==> src/hw/mac_macros.svh <==
`ifndef MAC_MACROS_SVH
`define MAC_MACROS_SVH

// Multiplier operand width
`define MAC_OP_W 8

// Product and accumulator width
`define MAC_ACC_W 16

// Hamming (21,16) codeword and syndrome widths
`define MAC_CW_W 21
`define MAC_SYN_W 5

// Error log widths
`define MAC_CNT_W 4
`define MAC_STAMP_W 8

`endif
==> src/hw/mac_pkg.sv <==
`default_nettype none

`include "mac_macros.svh"

package mac_pkg;

    typedef logic [`MAC_OP_W-1:0]    operand_t;
    typedef logic [`MAC_ACC_W-1:0]   acc_t;
    typedef logic [`MAC_CW_W-1:0]    codeword_t;
    typedef logic [`MAC_SYN_W-1:0]   syndrome_t;
    typedef logic [`MAC_CNT_W-1:0]   err_count_t;
    typedef logic [`MAC_STAMP_W-1:0] cycle_stamp_t;

    typedef struct packed {
        operand_t a;
        operand_t b;
        logic     clear;
    } mac_req_t;

    typedef struct packed {
        logic         detected;
        err_count_t   count;
        cycle_stamp_t last_cycle;
    } err_status_t;

    typedef enum logic [1:0] {
        IDLE,
        COMPUTE,
        HOLD
    } ctrl_state_t;

    // Positions are numbered from 1; the parity bit of group idx sits at 2**idx
    function automatic logic parity_of(codeword_t cw, int unsigned idx);
        logic p;
        p = 1'b0;
        for (int pos = 1; pos <= `MAC_CW_W; pos++) begin
            if (pos[idx] && pos != (1 << idx)) begin
                p ^= cw[pos-1];
            end
        end
        return p;
    endfunction

endpackage

`default_nettype wire

==> src/hw/ecc_mac_top.sv <==
`timescale 1ns/1ps
`default_nettype none

`include "mac_macros.svh"

module ecc_mac_top (
    input  wire                     clk,
    input  wire                     rst_n,
    input  wire                     req,
    input  wire mac_pkg::mac_req_t  op,
    input  wire                     err_clear,
    input  wire mac_pkg::codeword_t fault_mask,
    output logic                    ack,
    output mac_pkg::acc_t           acc,
    output mac_pkg::err_status_t    err
);

    import mac_pkg::*;

    operand_t a;
    operand_t b;
    logic     clear;
    logic     step;
    logic     detected;
    acc_t     product;

    mac_ctrl mac_ctrl_i (
        .clk   (clk),
        .rst_n (rst_n),
        .req   (req),
        .op    (op),
        .ack   (ack),
        .step  (step),
        .a     (a),
        .b     (b),
        .clear (clear)
    );

    vedic_mult #(.WIDTH(`MAC_OP_W)) vedic_mult_i (
        .a (a),
        .b (b),
        .p (product)
    );

    ecc_acc_store ecc_acc_store_i (
        .clk        (clk),
        .rst_n      (rst_n),
        .step       (step),
        .clear      (clear),
        .product    (product),
        .fault_mask (fault_mask),
        .acc        (acc),
        .detected   (detected)
    );

    err_log err_log_i (
        .clk       (clk),
        .rst_n     (rst_n),
        .step      (step),
        .detected  (detected),
        .err_clear (err_clear),
        .status    (err)
    );

endmodule

`default_nettype wire

==> src/hw/err_log.sv <==
`timescale 1ns/1ps
`default_nettype none

module err_log (
    input  wire                  clk,
    input  wire                  rst_n,
    input  wire                  step,
    input  wire                  detected,
    input  wire                  err_clear,
    output mac_pkg::err_status_t status
);

    import mac_pkg::*;

    cycle_stamp_t cycle_q;
    err_count_t   count_q;
    cycle_stamp_t last_q;
    logic         log_err;

    // One upset is logged once, at the write that scrubs it
    assign log_err = step & detected;

    always_ff @(posedge clk or negedge rst_n) begin
        if (!rst_n) begin
            cycle_q <= '0;
            count_q <= '0;
            last_q  <= '0;
        end else begin
            cycle_q <= cycle_q + cycle_stamp_t'(1);
            if (err_clear) begin
                count_q <= '0;
            end else if (log_err && count_q != '1) begin
                count_q <= count_q + err_count_t'(1);
            end
            if (log_err) begin
                last_q <= cycle_q;
            end
        end
    end

    assign status.detected   = detected;
    assign status.count      = count_q;
    assign status.last_cycle = last_q;

endmodule

`default_nettype wire

==> src/hw/mac_ctrl.sv <==
`timescale 1ns/1ps
`default_nettype none

module mac_ctrl (
    input  wire                    clk,
    input  wire                    rst_n,
    input  wire                    req,
    input  wire mac_pkg::mac_req_t op,
    output logic                   ack,
    output logic                   step,
    output mac_pkg::operand_t      a,
    output mac_pkg::operand_t      b,
    output logic                   clear
);

    import mac_pkg::*;

    ctrl_state_t state_q;
    mac_req_t    op_q;

    always_ff @(posedge clk or negedge rst_n) begin
        if (!rst_n) begin
            state_q <= IDLE;
        end else begin
            case (state_q)
                IDLE: begin
                    if (req) begin
                        state_q <= COMPUTE;
                    end
                end
                COMPUTE: begin
                    state_q <= HOLD;
                end
                HOLD: begin
                    // Waits here as long as the master keeps req high
                    if (!req) begin
                        state_q <= IDLE;
                    end
                end
                default: begin
                    state_q <= IDLE;
                end
            endcase
        end
    end

    // Request is captured on the edge that leaves IDLE
    always_ff @(posedge clk) begin
        if (state_q == IDLE && req) begin
            op_q <= op;
        end
    end

    // The accumulator write happens on the edge that leaves COMPUTE
    assign step  = (state_q == COMPUTE);
    assign ack   = (state_q == HOLD);
    assign a     = op_q.a;
    assign b     = op_q.b;
    assign clear = op_q.clear;

endmodule

`default_nettype wire

==> src/hw/ecc_acc_store.sv <==
`timescale 1ns/1ps
`default_nettype none

module ecc_acc_store (
    input  wire                     clk,
    input  wire                     rst_n,
    input  wire                     step,
    input  wire                     clear,
    input  wire mac_pkg::acc_t      product,
    input  wire mac_pkg::codeword_t fault_mask,
    output mac_pkg::acc_t           acc,
    output logic                    detected
);

    import mac_pkg::*;

    acc_t      sum;
    codeword_t next_cw;
    codeword_t stored;

    // Adds to the corrected value, so a write also scrubs a single upset
    assign sum = clear ? product : acc + product;

    hamming_enc enc_i (
        .data (sum),
        .cw   (next_cw)
    );

    always_ff @(posedge clk or negedge rst_n) begin
        if (!rst_n) begin
            stored <= '0;
        end else if (step) begin
            stored <= next_cw;
        end else begin
            // Self-test path, flips stored bits while no write is due
            stored <= stored ^ fault_mask;
        end
    end

    hamming_dec dec_i (
        .cw       (stored),
        .data     (acc),
        .detected (detected)
    );

endmodule

`default_nettype wire

==> src/hw/hamming_dec.sv <==
`timescale 1ns/1ps
`default_nettype none

`include "mac_macros.svh"

module hamming_dec (
    input  wire mac_pkg::codeword_t cw,
    output mac_pkg::acc_t           data,
    output logic                    detected
);

    import mac_pkg::*;

    syndrome_t syndrome;

    always_comb begin
        for (int i = 0; i < `MAC_SYN_W; i++) begin
            syndrome[i] = parity_of(cw, i) ^ cw[(1 << i) - 1];
        end
    end

    assign detected = (syndrome != '0);

    // Syndrome gives the 1-based position of a single flipped bit.
    // Only data positions are gathered, so parity hits and 22..31 leave data as is
    always_comb begin
        int d;
        d    = 0;
        data = '0;
        for (int pos = 1; pos <= `MAC_CW_W; pos++) begin
            if ((pos & (pos - 1)) != 0) begin
                data[d] = (pos == int'(syndrome)) ? ~cw[pos-1] : cw[pos-1];
                d++;
            end
        end
    end

endmodule

`default_nettype wire

==> src/hw/hamming_enc.sv <==
`timescale 1ns/1ps
`default_nettype none

`include "mac_macros.svh"

module hamming_enc (
    input  wire mac_pkg::acc_t      data,
    output mac_pkg::codeword_t      cw
);

    import mac_pkg::*;

    always_comb begin
        codeword_t word;
        int        d;
        word = '0;
        d    = 0;
        // Data fills every position that is not a power of two
        for (int pos = 1; pos <= `MAC_CW_W; pos++) begin
            if ((pos & (pos - 1)) != 0) begin
                word[pos-1] = data[d];
                d++;
            end
        end
        for (int i = 0; i < `MAC_SYN_W; i++) begin
            word[(1 << i) - 1] = parity_of(word, i);
        end
        cw = word;
    end

endmodule

`default_nettype wire

==> src/hw/vedic_mult.sv <==
`timescale 1ns/1ps
`default_nettype none

module vedic_mult #(
    parameter int WIDTH = 8
) (
    input  wire  [WIDTH-1:0]   a,
    input  wire  [WIDTH-1:0]   b,
    output logic [2*WIDTH-1:0] p
);

    if (WIDTH == 2) begin : gen_leaf
        logic cross_lo;
        logic cross_hi;
        logic carry;

        assign cross_lo = a[1] & b[0];
        assign cross_hi = a[0] & b[1];
        assign carry    = cross_lo & cross_hi;

        assign p[0] = a[0] & b[0];
        assign p[1] = cross_lo ^ cross_hi;
        assign p[2] = (a[1] & b[1]) ^ carry;
        assign p[3] = a[1] & b[1] & carry;
    end else begin : gen_split
        localparam int H = WIDTH / 2;

        logic [WIDTH-1:0]   ll;
        logic [WIDTH-1:0]   lh;
        logic [WIDTH-1:0]   hl;
        logic [WIDTH-1:0]   hh;
        logic [WIDTH+H-1:0] upper;

        // Vertical products on the diagonal, crosswise products in the middle
        vedic_mult #(.WIDTH(H)) ll_i (.a(a[H-1:0]),     .b(b[H-1:0]),     .p(ll));
        vedic_mult #(.WIDTH(H)) lh_i (.a(a[H-1:0]),     .b(b[WIDTH-1:H]), .p(lh));
        vedic_mult #(.WIDTH(H)) hl_i (.a(a[WIDTH-1:H]), .b(b[H-1:0]),     .p(hl));
        vedic_mult #(.WIDTH(H)) hh_i (.a(a[WIDTH-1:H]), .b(b[WIDTH-1:H]), .p(hh));

        // Low H bits of ll pass straight through
        assign upper = {hh, ll[WIDTH-1:H]} + (WIDTH+H)'(lh) + (WIDTH+H)'(hl);
        assign p     = {upper, ll[H-1:0]};
    end

endmodule

`default_nettype wire

==> config.mk <==
export PLATFORM = sky130hd
export DESIGN_NAME = ecc_mac_top
export DESIGN_NICKNAME = d
export VERILOG_FILES = /design/src/hw/mac_pkg.sv /design/src/hw/ecc_mac_top.sv /design/src/hw/err_log.sv /design/src/hw/mac_ctrl.sv /design/src/hw/ecc_acc_store.sv /design/src/hw/hamming_dec.sv /design/src/hw/hamming_enc.sv /design/src/hw/vedic_mult.sv
export VERILOG_INCLUDE_DIRS = /design/src /design/src/hw
export SDC_FILE = /design/constraint.sdc
export NUM_CORES = 1
export LEC_CHECK = 0
export BUFFER_PORTS_ARGS = -buffer_cell sky130_fd_sc_hd__buf_2
export CAP_MARGIN = 20
export CORE_AREA = 2 2 125 127
export DETAILED_ROUTE_END_ITERATION = 10
export DIE_AREA = 0 0 127 129
export HOLD_SLACK_MARGIN = 0.08
export PLACE_DENSITY = 0.73
export REMOVE_ABC_BUFFERS = 1
export SLEW_MARGIN = 40
export SYNTH_ARGS = -nofsm -noshare
export SYNTH_HDL_FRONTEND = slang
export SYNTH_SLANG_ARGS = --single-unit
export TNS_END_PERCENT = 50
==> constraint.sdc <==
create_clock -name clk -period 13.4 [get_ports clk]
set_input_delay 0 -clock clk [delete_from_list [all_inputs] [get_ports clk]]
set_output_delay 0 -clock clk [all_outputs]
set_load 0.01 [all_outputs]
==> results.md, run 1 <==
* Antenna violations before repair at 0
* Clock Skew at between 10 and 15 ps
* Cells after Synth at 718
* Slowest CP cell: fa_1
* Wire per inst at 14.5 µm
* DP HPWL at 11600 µm
* Commonest cells post-synth: 88 x inv_1, 80 x nand2_1, 80 x xnor2_1
* Placed Area at about 7000 µm²
* Total iterations of the first detailed-routing run at 4
* Worst endpoint data arrival time at 7670 ps
* CTS max path bufs at 2
* Flop-to-flop setup slack at roughly 6000 ps
* Final WS setup at 6000 ps
* Synth Warn # at 0
* Rel. slew slack at 47.3%
* Reg-to-reg startpoint: mac_ctrl_i.b[2]
* Ranking of synthesized cells by area: dfrtp_1 16%, ha_1 14%, xnor2_1 11%
* Residual DRC at 0
* Main flop type after synthesis: dfrtp_1
* FF+latch count, synth at 60
* Async S/R FF share, synth at 71.7%
* Post-synth EDFFs at 17
* R2R cell count at 30
* Crit share post-route at 55.2%
* Ports at 72
* Initial core utilization at between 40% and 50%
* Post-CTS Setup Repair Bufs at 0
* Area growth syn-to-layout at 19.2%
* Via/cell ratio at 5.07
* Final Setup Violations at 0
* Hold Vio Cnt, Final at 0
* Die Area at 16400 µm²
* Worst skew pair latency at 340 ps
* Number of global-route vias before repair at 5182
* GRT Overall Usage at 19.0%
* Startpoint types: register
* Routed Antenna Nets at 0
* Remaining Overflow, GRT at 0
* Clk pin slew, worst setup/hold paths at 60 ps
* Max-cap viol count at 0
* Port bufs at 71
* Cell Area, Synth at 6620 µm²
* Ratio of cells with drive above 1 in the final layout at about 13%
* Final wirelength at ~15000 µm
* Slowest stage delay, CP at roughly 520 ps
* Status: finished, final reports clean
* Most common cell in the netlist: inv_1
* H-tree levels at 3
* Area share of the largest cell type after synthesis at 16.2%
* CP endpoint: ecc_acc_store_i.stored[15]
* Pre-CTS WS at 6050 ps
* Min-Delay Path Class: input pin to asynchronous set/reset pin
* Worst Path Buf+Inv at 3
* CP Launch Point: mac_ctrl_i.b[2]
* CP top delay family: compound AO/OA/AOI/OAI gates
* Mean Syn Cell Area at 9.23 µm²
* Worst-Margin Slew at 791 ps
* # rows at 45
* Fmax at 135 MHz
* Tmin final at 7400 ps
* Total CTS buffers at 9
* DR iter-0 viols at 287
* Vias at 5169
* First-pass GRT wire length at 24800 µm
* Largest net degree at the start of global routing at 44
* Layout net count at 972
* Root Driver: clkbuf_16
* Distinct cells, synth at a little under 60
* Worst Path Max Fanout at 8
* Post_cts resized at 0
* CTS tree: built
* Critical Path Stages at 30
* Clk sinks at 60
* Worst R2R End: ecc_acc_store_i.stored[15]
* Critical path class: register to register
* N_diodes at 0
* Core Box Area at 15000 µm²
* Kind of end point of the critical path: register
* Chip width at approximately 130 µm
* WP data required at 13670 ps
* Setup TNS at 0 ps
* Slew Limit Fails at 0
* Synth area leader: dfrtp_1
* Unrepaired setup endpoints after global routing: false
* Fin area at between 7000 and 8000 µm²
* RePlAce Congestion at 0.841
* Sequential element share of the synthesized area at around a quarter
* Die Ht at 129 µm
[repair_timing]
action	CTS	global route
hold buffers	41	0
setup endpoints to repair	0	0
endpoints found under the hold margin	87	0
[cells by family after synthesis]
logic type | after synthesis | synth area share [%]
xor gates and xnor gates | 127 | 19.5
buffers and inverters | 104 | 6.08
and+or+nand+nor | 198 | 14.7
DFF | 60 | 24.0
AOI/OAI and AO/OA | 115 | 11.0
adders and majority gates | 103 | 22.9
muxes | 11 | 1.89
[metal layers]
metal / share of wire [%] / GRT usage, % / up-vias / wire length (µm)
met3: 4.6 / 3.99 / 27 / 687
li1: - / - / 2593 / -
met5: 0 / 0 / - / 0
met4: 2.8 / 7.89 / 0 / 415
met2: 48 / 32.0 / 106 / 7080
met1: 45 / 23.9 / 2443 / 6590
[worst min path at each step]
stage          depth (start not counted)  slack, ps                         to
2_1_floorplan                          0       -300  ecc_acc_store_i.stored[0]
3_3_place_gp                           1        180            mac_ctrl_i.a[4]
3_5_place_dp                           1         30       err_log_i.cycle_q[0]
4_1_cts                                2        190       err_log_i.cycle_q[0]
5_1_grt                                2        240        err_log_i.last_q[6]
6_report                               2        200        err_log_i.last_q[6]
[flip-flops by register name, indices dropped and copies added, names as in the netlist]
signal                  flops
err_log_i.count_q           4
mac_ctrl_i.clear            1
mac_ctrl_i.a                8
err_log_i.cycle_q           8
mac_ctrl_i.b                8
ecc_acc_store_i.stored     21
err_log_i.last_q            8
mac_ctrl_i.state_q          2
[layout by cell type (no fill, tap or decap), drive strengths merged, types with 16 or more instances in the layout]
master       Yosys  routed
a21o            16      16
a21oi           35      35
and2            50      50
buf              3      73
dfrtp           43      43
dlygate4sd3      0      41
edfxtp          17      17
fa              30      30
ha              73      73
inv             88      89
nand2           80      80
nor2            27      27
o21ai           30      30
xnor2           87      87
xor2            32      32
[final cells by class]
| cell class | instances | area, µm² |
|---|---|---|
| clock inverter | 6 | 68.8 |
| inverter | 88 | 330 |
| fill | 1365 | 7080 |
| tap | 188 | 235 |
| sequential | 60 | 1590 |
| timing repair buffer | 114 | 783 |
| multi-input combinational | 554 | 4640 |
| clock buffer | 10 | 250 |
[per-stage QoR]
step / hold WS, ps / instances / utilization (%)
3_5_place_dp: 28.5 / 963 / 47.8
4_1_cts: 193 / 1020 / 52.7
5_1_grt: 242 / 1020 / 52.7
2_1_floorplan: -296 / 702 / -
3_3_place_gp: 177 / 963 / 47.8
6_report: 196 / 1020 / 52.7
Power of run 1 is left out: the tool's default activity adds up to more than one toggle a clock period on the data nets, which glitch-free logic cannot reach.
==> inputs of run 2 (changes only) <==
--- a/config.mk
+++ b/config.mk
@@ -12,7 +12,7 @@
 export DETAILED_ROUTE_END_ITERATION = 10
 export DIE_AREA = 0 0 127 129
 export HOLD_SLACK_MARGIN = 0.08
-export PLACE_DENSITY = 0.73
+export PLACE_DENSITY = 0.75
 export REMOVE_ABC_BUFFERS = 1
 export SLEW_MARGIN = 40
 export SYNTH_ARGS = -nofsm -noshare
==> constraint.sdc (replaced) <==
create_clock -name clk -period 6.4 [get_ports clk]
set_input_delay 0 -clock clk [delete_from_list [all_inputs] [get_ports clk]]
set_output_delay 0 -clock clk [all_outputs]
set_load 0.01 [all_outputs]
==> results.md, run 2 (synthesized netlist as in run 1, its figures left out) <==
* Vias at 5792 (+12%)
* Routed Antenna Nets at 0 (unchanged)
* Final design utilization at 60.9% (+8.2 points)
* First-pass GRT wire length at 27600 µm (+11%)
* Slew Limit Fails at 0 (unchanged)
* Tmin final at 6740 ps (-660 ps)
* Ports at 72 (unchanged)
* Port bufs at 71 (unchanged)
* GR peak layer: met2
* Met1 usage at 25.7% (+1.8 points)
* Total CTS buffers at 9 (unchanged)
* Startpoint types: register
* Pre-CTS WS at -788 ps (-6830 ps)
* Met3 Use GR at 4.20% (+0.21 points)
* DR iter-0 viols at 304 (+5.9%)
* H-tree levels at 3 (unchanged)
* Area growth syn-to-layout at 37.8%
* Root Driver: clkbuf_16
* Crit share post-route at 105% (+50 points)
* RePlAce Congestion at 0.889 (+5.7%)
* Largest net degree at the start of global routing at 44 (unchanged)
* Most frequent cell on the critical path: inv_1
* Slowest CP cell: fa_2
* Ratio of cells with drive above 1 in the final layout at 28.8% (+16 points)
* Fin area at 9130 µm² (+16%)
* Largest register FFs at 21 (unchanged)
* Final wirelength at 18200 µm (+23%)
* Status: finished, violations left
* Antenna violations before repair at 0 (unchanged)
* Register bank with the most flops: ecc_acc_store_i.stored
* Clk pin slew, worst setup/hold paths at 60 ps (about the same)
* Min-Delay Path Class: input pin to asynchronous set/reset pin
* Fmax at 148 MHz (+9.8%)
* Residual DRC at 0 (unchanged)
* Hold Worst Slack at 197 ps (+1.31 ps)
* Unrepaired setup endpoints after global routing: true
* # rows at 45 (unchanged)
* Critical path class: register to register
* CTS tree: built
* Kind of end point of the critical path: register
* Violated checks: setup timing
* Rel. slew slack at 54.2% (+7.0 points)
* Max-cap viol count at 0 (unchanged)
* Clk sinks at 60 (unchanged)
* Worst skew pair latency at 350 ps (about the same)
* Die Ht at 129 µm (unchanged)
* Remaining Overflow, GRT at 0 (unchanged)
* Most common cell after layout, fill and taps aside: buf_4
* Via/cell ratio at 5.19 (+2.3%)
* Initial core utilization at 44.2% (unchanged)
* WP data required at 6610 ps (-7060 ps)
* Most frequent cells in the layout: 92 x buf_4, 84 x inv_1, 79 x nand2_1
* Slowest stage delay, CP at 530 ps (about the same)
* Layout net count at 1069 (+10%)
* N_diodes at 0 (unchanged)
* DP HPWL at 12200 µm (+5.3%)
* Wire per inst at 16.3 µm (+12%)
* Worst endpoint data arrival time at 6950 ps (-720 ps)
* Final WS setup at -335 ps (-6340 ps)
* GRT Overall Usage at 21.3% (+2.3 points)
* CTS max path bufs at 2 (unchanged)
* Hold Vio Cnt, Final at 0 (unchanged)
* Met2 usage at 37.2% (+5.2 points)
* Clock Skew at 14.3 ps (+4.06 ps)
* Final Setup Violations at 4 (+4)
* Placed Area at 7690 µm² (+7.3%)
* Number of global-route vias before repair at 5807 (+12%)
* Chip width at 127 µm (unchanged)
* Worst Path Max Fanout at 4 (-4)
* Total iterations of the first detailed-routing run at 5 (+1)
* Die Area at 16400 µm² (unchanged)
* Worst-Margin Slew at 681 ps (-109 ps)
* Core Box Area at 15000 µm² (unchanged)
[run 2: cell types whose count changed in the layout (fill, tap and decap cells not counted), moves of 7 or more]
cell / delta
ha_4: +15
ha_1: -18
a21oi_2: +8
xnor2_1: -9
a21oi_1: -10
xnor2_2: +7
buf_6: +8
buf_4: +89
[run 2: per-stage QoR]
stage / instances / TNS, ps
after floorplan: 702 / -1440
after global placement: 1033 / -2060
after detailed placement: 1033 / -3210
after CTS: 1105 / -846
after global routing: 1117 / -2620
final: 1117 / -1020
[run 2: path summary, 6_finish.rpt]
path                                      from                        end  slack (ps)  depth (start not counted)
setup / recovery               mac_ctrl_i.b[0]  ecc_acc_store_i.stored[3]        -340                         31
hold / removal                           rst_n        err_log_i.last_q[0]         200                          2
setup reg to reg               mac_ctrl_i.b[0]  ecc_acc_store_i.stored[3]        -340                         31
hold reg to reg            err_log_i.last_q[6]        err_log_i.last_q[6]         470                          2
max in group asynchronous                rst_n  ecc_acc_store_i.stored[2]        5810                          2
min in group clk                         op[2]            mac_ctrl_i.b[1]         370                          2
[run 2: worst max-delay path, delay by kind of cell, from the launching register on]
family                   cells  cell delay, ps
AO/OA/AOI/OAI                7            1440
XOR/XNOR                     4             780
adder cells (fa/ha/maj)      8            2580
buffers and inverters        9             970
flip-flops                   1             430
AND/OR/NAND/NOR              3             420
[run 2: routing by layer]
layer / part of all wire, % / up-vias
met5: 0 / -
met4: 3.1 / 0
met3: 5.2 / 52
met2: 51 / 175
met1: 41 / 2769
li1: - / 2796
[run 2: cell type report]
type | count | area [µm²]
multi-input cells | 554 | 5130
clock inverters | 7 | 73.8
flip-flops and latches | 60 | 1590
repair buffers | 211 | 1540
well taps | 188 | 235
clock buffers | 9 | 225
inverters | 88 | 330
fillers | 1165 | 5850
[run 2: what timing repair did]
item | 4_1_cts | 5_1_grt
endpoints found under the hold margin | 87 | 0
hold buffers | 41 | 0
gates resized for setup | 39 | 55
pin swaps | 55 | 36
endpoints found under the setup margin | 7 | 9
gates cloned | 0 | 0
setup buffers | 16 | 12
Power of run 2 is left out for the same reason.
